**src/icachePkg.sv**
```systemverilog
// shared geometry, fill states and packed buses for the instruction cache, compiled first
`default_nettype none

package icachePkg;

  //////////////////////////////
  // geometry
  //////////////////////////////

  // data and address width
  localparam int XLEN = 32;
  // 16 lines of 4 words each
  localparam int LINE_BITS = 128;
  localparam int NUM_LINES = 16;
  localparam int WORDS_PER_LINE = 4;
  // pc splits as tag | index | byte offset
  localparam int OFFSET_BITS = 4;
  localparam int INDEX_BITS = 4;
  localparam int TAG_BITS = 24;

  // addi x0, x0, 0
  localparam logic [31:0] NOP = 32'h0000_0013;

  //////////////////////////////
  // fill controller states
  //////////////////////////////

  typedef enum logic [1:0] {
    READY,
    FETCH_WAIT,
    FETCH_DONE,
    REREAD
  } fillState_t;

  //////////////////////////////
  // packed buses between blocks
  //////////////////////////////

  // read request with the index pre-split and the full pc carried for the tag
  typedef struct packed {
    logic [INDEX_BITS-1:0] index;
    logic [XLEN-1:0]       pc;
  } lookupReq_t;

  // whole-line write from the fill controller
  typedef struct packed {
    logic                  en;
    logic [INDEX_BITS-1:0] index;
    logic [TAG_BITS-1:0]   tag;
    logic [LINE_BITS-1:0]  data;
  } lineWrite_t;

  // store output registered one cycle after the request
  typedef struct packed {
    logic                 hit;
    logic [LINE_BITS-1:0] data;
  } lookupResp_t;

endpackage

`default_nettype wire

```
**src/icacheFillCtrl.sv**
```systemverilog
// miss handler that reads a line word by word over the bus and writes it into the store
`timescale 1ns/100ps
`default_nettype none

module icacheFillCtrl (
  input  logic                        clk,
  input  logic                        rst,
  input  logic [icachePkg::XLEN-1:0]  pcF,
  input  logic                        hit,
  input  logic [icachePkg::XLEN-1:0]  instrInF,
  input  logic                        instrAckF,
  output logic                        instrReadF,
  output logic [icachePkg::XLEN-1:0]  instrPAdrF,
  output icachePkg::lineWrite_t       write,
  output logic                        fillBusy,
  output logic                        reread
);

  icachePkg::fillState_t state;
  icachePkg::fillState_t stateNext;

  // word counter with one slot per bus word in the line
  logic [$clog2(icachePkg::WORDS_PER_LINE)-1:0] wordCnt;
  logic                                         lastWord;

  // words collected from the bus with word 0 in the low bits
  logic [icachePkg::WORDS_PER_LINE-1:0][icachePkg::XLEN-1:0] fillBuf;

  // bus address pieces
  logic [icachePkg::XLEN-1:0] lineBase;
  logic [icachePkg::XLEN-1:0] wordOffset;

  //////////////////////////////
  // state machine
  //////////////////////////////

  always_ff @(posedge clk) begin
    if (rst) begin
      state <= icachePkg::READY;
    end else begin
      state <= stateNext;
    end
  end

  assign lastWord = (wordCnt == $bits(wordCnt)'(icachePkg::WORDS_PER_LINE - 1));

  always_comb begin
    stateNext = state;
    case (state)
      icachePkg::READY: begin
        // any miss seen in ready starts a fill of the pc line
        if (!hit) begin
          stateNext = icachePkg::FETCH_WAIT;
        end
      end
      icachePkg::FETCH_WAIT: begin
        if (instrAckF && lastWord) begin
          stateNext = icachePkg::FETCH_DONE;
        end
      end
      icachePkg::FETCH_DONE: begin
        // line write takes this one cycle
        stateNext = icachePkg::REREAD;
      end
      icachePkg::REREAD: begin
        // store is read again here and the hit shows up back in ready
        stateNext = icachePkg::READY;
      end
      default: begin
        stateNext = icachePkg::READY;
      end
    endcase
  end

  //////////////////////////////
  // word counter and buffer
  //////////////////////////////

  // counter sits at zero in ready, so every fill starts at the line base
  always_ff @(posedge clk) begin
    if (rst || state == icachePkg::READY) begin
      wordCnt <= '0;
    end else if (instrReadF && instrAckF) begin
      wordCnt <= wordCnt + 1'b1;
    end
  end

  // one slot filled per acknowledged word
  always_ff @(posedge clk) begin
    if (instrReadF && instrAckF) begin
      fillBuf[wordCnt] <= instrInF;
    end
  end

  //////////////////////////////
  // bus side
  //////////////////////////////

  assign lineBase   = {pcF[icachePkg::XLEN-1:icachePkg::OFFSET_BITS],
                       {icachePkg::OFFSET_BITS{1'b0}}};
  // 4 bytes per word
  assign wordOffset = {{(icachePkg::XLEN - $bits(wordCnt) - 2){1'b0}}, wordCnt, 2'b00};

  // request and address stay put until the ack and then step to the next word
  assign instrReadF = (state == icachePkg::FETCH_WAIT);
  assign instrPAdrF = lineBase + wordOffset;

  //////////////////////////////
  // store side
  //////////////////////////////

  assign write.en    = (state == icachePkg::FETCH_DONE);
  assign write.index = pcF[icachePkg::OFFSET_BITS +: icachePkg::INDEX_BITS];
  assign write.tag   = pcF[icachePkg::XLEN-1 -: icachePkg::TAG_BITS];
  assign write.data  = fillBuf;

  assign fillBusy = (state != icachePkg::READY);
  assign reread   = (state == icachePkg::REREAD);

  // bus request and address hold until the word is acknowledged
  busHoldUntilAck: assert property (@(posedge clk) disable iff (rst)
    instrReadF && !instrAckF |=> instrReadF && $stable(instrPAdrF))
    else $error("bus request dropped or moved before its ack");

  // each acknowledged word moves the read one word up the line
  busStepAfterAck: assert property (@(posedge clk) disable iff (rst)
    instrReadF && instrAckF && !lastWord |=>
      instrReadF && instrPAdrF == $past(instrPAdrF) + 32'd4)
    else $error("bus read did not step to the next word");

endmodule

`default_nettype wire

```
**src/icacheLineStore.sv**
```systemverilog
// tag, valid and data arrays with a registered read, instantiated once by the cache top
`timescale 1ns/100ps
`default_nettype none

module icacheLineStore (
  input  logic                   clk,
  input  logic                   rst,
  input  icachePkg::lookupReq_t  lookup,
  input  icachePkg::lineWrite_t  write,
  output icachePkg::lookupResp_t resp
);

  // tag, data and valid storage
  logic [icachePkg::TAG_BITS-1:0]  tagArr  [icachePkg::NUM_LINES];
  logic [icachePkg::LINE_BITS-1:0] dataArr [icachePkg::NUM_LINES];
  logic [icachePkg::NUM_LINES-1:0] validBits;

  // request tag taken above index and byte offset
  logic [icachePkg::TAG_BITS-1:0]  reqTag;

  // read-side pipeline registers
  logic [icachePkg::TAG_BITS-1:0]  tagQ;
  logic [icachePkg::TAG_BITS-1:0]  reqTagQ;
  logic [icachePkg::LINE_BITS-1:0] dataQ;
  logic                            validQ;

  assign reqTag = lookup.pc[icachePkg::XLEN-1:icachePkg::OFFSET_BITS+icachePkg::INDEX_BITS];

  //////////////////////////////
  // write port
  //////////////////////////////

  always_ff @(posedge clk) begin
    if (write.en) begin
      tagArr[write.index]  <= write.tag;
      dataArr[write.index] <= write.data;
    end
  end

  //////////////////////////////
  // registered read
  //////////////////////////////

  // a read in the write cycle sees the old line
  always_ff @(posedge clk) begin
    tagQ    <= tagArr[lookup.index];
    dataQ   <= dataArr[lookup.index];
    reqTagQ <= reqTag;
  end

  // valid bits set by line writes and cleared by reset
  always_ff @(posedge clk) begin
    if (rst) begin
      validBits <= '0;
      validQ    <= 1'b0;
    end else begin
      if (write.en) begin
        validBits[write.index] <= 1'b1;
      end
      validQ <= validBits[lookup.index];
    end
  end

  // compare happens after the read register, so hit lags the request by one cycle
  assign resp.hit  = validQ && (tagQ == reqTagQ);
  assign resp.data = dataQ;

  // fill controller must always name a real line when it writes
  writeIndexKnown: assert property (@(posedge clk) disable iff (rst)
    write.en |-> !$isunknown(write.index))
    else $error("line write with unknown index");

endmodule

`default_nettype wire

```
**src/icacheResult.sv**
```systemverilog
// align stage that picks the fetched word and holds it in the decode register
`timescale 1ns/100ps
`default_nettype none

module icacheResult (
  input  logic                             clk,
  input  logic                             rst,
  input  logic [icachePkg::LINE_BITS-1:0]  line,
  input  logic [icachePkg::XLEN-1:0]       pcF,
  input  logic                             advance,
  input  logic                             flushD,
  output logic                             compressedF,
  output logic [31:0]                      instrRawD
);

  // word within the line from pc bits 3:2
  logic [icachePkg::OFFSET_BITS-3:0] wordSel;
  logic [31:0]                       fetchWord;

  // decode register and the flush marker
  logic [31:0] instrQ;
  logic        flushHold;

  assign wordSel   = pcF[icachePkg::OFFSET_BITS-1:2];
  assign fetchWord = line[wordSel*icachePkg::XLEN +: icachePkg::XLEN];

  // rvc encodings never end in 2'b11
  assign compressedF = (fetchWord[1:0] != 2'b11);

  //////////////////////////////
  // decode register
  //////////////////////////////

  always_ff @(posedge clk) begin
    if (rst) begin
      instrQ <= icachePkg::NOP;
    end else if (advance) begin
      instrQ <= fetchWord;
    end
  end

  // flush wins over an advance in the same cycle
  always_ff @(posedge clk) begin
    if (rst) begin
      flushHold <= 1'b0;
    end else if (flushD) begin
      flushHold <= 1'b1;
    end else if (advance) begin
      flushHold <= 1'b0;
    end
  end

  assign instrRawD = flushHold ? icachePkg::NOP : instrQ;

endmodule

`default_nettype wire

```
**src/icacheTop.sv**
```systemverilog
// instruction cache top for the fetch stage, holds the fetched pc and joins store, fill and output
`timescale 1ns/100ps
`default_nettype none

module icacheTop (
  input  logic                        clk,
  input  logic                        rst,
  // fetch side
  input  logic [icachePkg::XLEN-1:0]  pcNext,
  input  logic                        stallD,
  input  logic                        flushD,
  output logic [31:0]                 instrRawD,
  output logic                        compressedF,
  output logic                        icacheStallF,
  // bus side
  output logic                        instrReadF,
  output logic [icachePkg::XLEN-1:0]  instrPAdrF,
  input  logic [icachePkg::XLEN-1:0]  instrInF,
  input  logic                        instrAckF
);

  icachePkg::lookupReq_t  lookupReq;
  icachePkg::lookupResp_t lookupResp;
  icachePkg::lineWrite_t  lineWrite;

  logic [icachePkg::XLEN-1:0] pcF;
  logic [icachePkg::XLEN-1:0] lookupPc;
  logic                       freshQ;
  logic                       capture;
  logic                       advance;
  logic                       lookupOk;
  logic                       fillBusy;
  logic                       reread;

  //////////////////////////////
  // fetched pc
  //////////////////////////////

  // high for the first cycle out of reset when no lookup is in flight yet
  always_ff @(posedge clk) begin
    if (rst) begin
      freshQ <= 1'b1;
    end else begin
      freshQ <= 1'b0;
    end
  end

  assign advance = lookupResp.hit && !fillBusy && !stallD;
  assign capture = advance || freshQ;

  always_ff @(posedge clk) begin
    if (capture) begin
      pcF <= pcNext;
    end
  end

  // new pc on capture and pcF again otherwise, which covers stalls and the reread
  assign lookupPc        = capture ? pcNext : pcF;
  assign lookupReq.index = lookupPc[icachePkg::OFFSET_BITS +: icachePkg::INDEX_BITS];
  assign lookupReq.pc    = lookupPc;

  // keeps the fill from starting on the empty response right after reset
  assign lookupOk     = lookupResp.hit || freshQ;
  assign icacheStallF = !lookupResp.hit || fillBusy;

  icacheLineStore store (
    .clk    (clk),
    .rst    (rst),
    .lookup (lookupReq),
    .write  (lineWrite),
    .resp   (lookupResp)
  );

  icacheFillCtrl fill (
    .clk        (clk),
    .rst        (rst),
    .pcF        (pcF),
    .hit        (lookupOk),
    .instrInF   (instrInF),
    .instrAckF  (instrAckF),
    .instrReadF (instrReadF),
    .instrPAdrF (instrPAdrF),
    .write      (lineWrite),
    .fillBusy   (fillBusy),
    .reread     (reread)
  );

  icacheResult result (
    .clk         (clk),
    .rst         (rst),
    .line        (lookupResp.data),
    .pcF         (pcF),
    .advance     (advance),
    .flushD      (flushD),
    .compressedF (compressedF),
    .instrRawD   (instrRawD)
  );

  // line written in FETCH_DONE must hit right after the reread
  refillHits: assert property (@(posedge clk) disable iff (rst)
    reread |=> lookupResp.hit)
    else $error("no hit after line refill");

endmodule

`default_nettype wire
```
**config.mk**
```make
export PLATFORM = sky130hd
export DESIGN_NAME = icacheTop
export DESIGN_NICKNAME = d
export VERILOG_FILES = /design/src/icachePkg.sv /design/src/icacheFillCtrl.sv /design/src/icacheLineStore.sv /design/src/icacheResult.sv /design/src/icacheTop.sv
export SDC_FILE = /design/constraint.sdc
export NUM_CORES = 2
export LEC_CHECK = 0
export ABC_AREA = 1
export BUFFER_PORTS_ARGS = -buffer_cell sky130_fd_sc_hd__buf_2
export CORE_UTILIZATION = 36
export DETAILED_ROUTE_END_ITERATION = 12
export GPL_ROUTABILITY_DRIVEN = 0
export PLACE_DENSITY_LB_ADDON = 0.1
export SLEW_MARGIN = 5
export SYNTH_ARGS = -nofsm -noshare
export SYNTH_HDL_FRONTEND = slang
export SYNTH_SLANG_ARGS = --single-unit
```
**constraint.sdc**
```tcl
create_clock -name clk -period 19.15 [get_ports clk]
set_clock_uncertainty 0.15 [all_clocks]
set_input_delay 1.915 -clock clk [delete_from_list [all_inputs] [get_ports clk]]
set_output_delay 1.915 -clock clk [all_outputs]
set_load 0.02 [all_outputs]
```
==> reports/results.tsv <==
metric	value	unit
initial antenna violation count	37	
DPL Wire Length	151	mm
largest net degree at the start of global routing	191	
gr ovfl total	0	
Core Util, Final	0.409	
period utilization	0.377	
Worst Tran Pin Value	1.19	ns
CTS tree	yes	
switching part of the total power	0.245	
post-CTS setup buffers	0	
hold slack	0.308	ns
Final #Nets	9094	
register share of total power	0.501	
delay of the slowest critical-path stage	0.91	ns
critical path data arrival time	7.85	ns
Gate Count Post-Synth	9005	
Comb pwr share	0.080	
H-Tree Depth	5	
routed wire length per instance	24.4	um
Achievable Freq	0.138	GHz
PD cells	112	nW/um2
Clock power frac	0.420	
CP Cell Sequence	inv_1 > nand2_1 > nand2_1 > nand2_1 > nor2_1 > nand2_1 > nor2_2 > nand3_4 > buf_4 > nand3_1 > nand2_8 > buf_4 > buf_4 > buf_4 > nand2_1 > o211ai_1 > nand3_1 > nand3_1 > nand2_1	
post-synthesis mux area share	0	
Die Span Y	554	um
Final Hold Vio Count	0	
Max IR drop VDD	0.0705	mV
Netlist cell types	33	
initial drt markers	5380	
slowest cell on the critical path	buf_4	
outcome	finished clean	
net switching power	3.40	mW
area share of the largest cell type after synthesis	0.707	
Synth Register Bits	2797	
DR vias/cell	5.06	
# IOs	136	
placed insts	12700	
Crit Path Max Fanout	143	
HP Class	flip-flop to flip-flop	
Final Max Slew Viols	0	
Syn. warnings	0	
synth top area cells	edfxtp_1, nand2_1, o211ai_1	
post-route setup slack	11.93	ns
DRT Wirelength	324	mm
die area	307000	um2
IO Port Bufs	131	
FF+latch area	81900	um2
cell family with most CP delay	buffers and inverters	
Internal	10.5	mW
vias in the first global route	65600	
final instance area	124000	um2
core area	303000	um2
DRC	0	
Fillers	28300	
Adder-Cell Fraction of Synth Area	0.000797	
Seq/Total Area, Yosys	0.745	
Total Power	13.9	mW
fin cells	13300	
clk sink count	2797	
Slew Limit Headroom	0.205	
gr usage total	0.208	
Post-Synth Simple-Gate Area	0.147	
static leakage	44.5	nW
Top cell by count, worst path	nand2_1	
die width	554	um
area grow syn2layout	12.9	%
Via Count	67200	
CTS Root Cell	clkbuf_16	
Antenna Nets Post-Route	0	
unrepaired setup endpoints after global routing	no	
first-pass GRT wire length	468	mm
Multi-input gate area	23600	um2
largest family of logic cells by synthesized area	simple AND/OR/NAND/NOR gates	
clock latency on the worst-skew pair	0.90	ns
setup TNS	0	ns
minimum clock period	7.22	ns
post-cts sizing count	0	
layout cells sized above 1	0.0803	
post-synthesis compound-gate area fraction	0.0641	
Final setup viols	0	
clk slew on worst S/H paths	0.06	ns
startpoint types	flip-flop	
FP Rows	202	
Initial Utilization	0.362	
CTS Hold Buffers Added	0	
drt pass-1 iters	7	
CTS Buffer Depth	4	
post-synthesis xor/xnor area fraction	0.000558	
critical path capture point type	flip-flop	
Worst Path Buf+Inv	5	
data required time of the worst path	19.78	ns
dpl ws	11.02	ns
CTS Buf Count	310	
synthesized area per cell	12.2	um2
crit path kind	flip-flop to flip-flop	
Syn Std Cell Area	110000	um2
leading area contributor after synthesis	edfxtp_1	
placed cell area	114000	um2
Max Cap Viol	0	
state kept, by name (all words and copies together) (netlist names):
signal            cells
store.dataArr      2048
store.tagArr        384
fill.write          128
store.dataQ         128
result.instrQ        32
store.tagQ           24
store.reqTagQ        23
store.validBits      16
pcF                   7
fill.state            2
fill.wordCnt          2
freshQ                1
result.flushHold      1
store.validQ          1
metal layers:
layer / vias to the layer above / GRT usage / routed length (um)
met5: - / 0 / 27
met4: 4 / 0.0593 / 8390
met3: 435 / 0.0240 / 14500
met2: 1524 / 0.349 / 156000
met1: 33800 / 0.285 / 145000
li1: 31500 / - / -
layout by cell type, fill, tap and decap left out, types with 3 or more instances in the layout:
master      count
inv_6          10
clkinv_16       7
o211ai_1      611
clkbuf_16     313
clkinv_8        5
o22ai_1        32
buf_4         122
bufinv_16      17
clkbuf_8       26
o21ai_1       165
ha_1            7
edfxtp_1     2586
clkinv_2       46
diode_2        12
clkbuf_1       94
a21oi_1        33
dfxtp_1       210
nand2_2         3
nand2_1      2964
xnor2_1         7
buf_12         18
nand3_1       632
nor2_1        462
o21ai_4         4
nor2_4         20
o21ai_0       240
clkinv_1       46
inv_16          4
clkinvlp_4      7
inv_1         435
nor3_1          4
buf_2         131
path summary, 6_finish.rpt:
| check | start | endpoint | slack (ns) | cells past startpoint |
|---|---|---|---|---|
| worst max-delay path | store.reqTagQ[4] | store.dataQ[117] | 11.93 | 19 |
| worst min-delay path | result.instrQ[28] | result.instrQ[28] | 0.31 | 2 |
| worst max register to register | store.reqTagQ[4] | store.dataQ[117] | 11.93 | 19 |
| worst min register to register | result.instrQ[28] | result.instrQ[28] | 0.31 | 2 |
final cells by class:
| cell class | count | share of cell area |
|---|---|---|
| Antenna cell | 12 | 0.000242 |
| Sequential cell | 2797 | 0.660 |
| Timing Repair Buffer | 271 | 0.0156 |
| Multi-Input combinational cell | 5198 | 0.190 |
| Clock inverter | 142 | 0.0114 |
| Inverter | 440 | 0.0135 |
| Tap cell | 3978 | 0.0401 |
| Clock buffer | 433 | 0.0689 |
Yosys cell counts (all sizes together):
master	instances
o21bai	1
nand2	2970
nor2	484
a31oi	1
o211ai	611
edfxtp	2586
o21ai	409
a211oi	1
nor3	4
or2	1
nand3	633
clkinv	1
dfxtp	211
o22ai	32
o21a	2
ha	7
inv	439
xnor2	7
buf	446
a21oi	33
clkbuf	125
conb	1
worst min-delay path, cell delays in order (launching register included):
cell     delay (ns)
dfxtp_1        0.30
inv_1          0.06
a21oi_1        0.05
power by group through the flow:
stage,logic (mW),registers (mW),clock network (mW)
4_1_cts,1.14,6.97,5.99
6_report,1.11,6.96,5.84
5_1_grt,1.23,6.98,6.22
2_1_floorplan,0.723,7.08,0
3_3_place_gp,1.13,7.09,0
3_5_place_dp,1.13,7.09,0
kinds of logic after synthesis:
| group | after synthesis |
|---|---|
| adders and majority gates | 7 |
| xor gates and xnor gates | 7 |
| and+or+nand+nor | 4092 |
| DFF | 2797 |
| AOI/OAI and AO/OA | 1090 |
| buffers and inverters | 1011 |
| other | 1 |
Note: power is estimated with default switching activity, not from simulation.
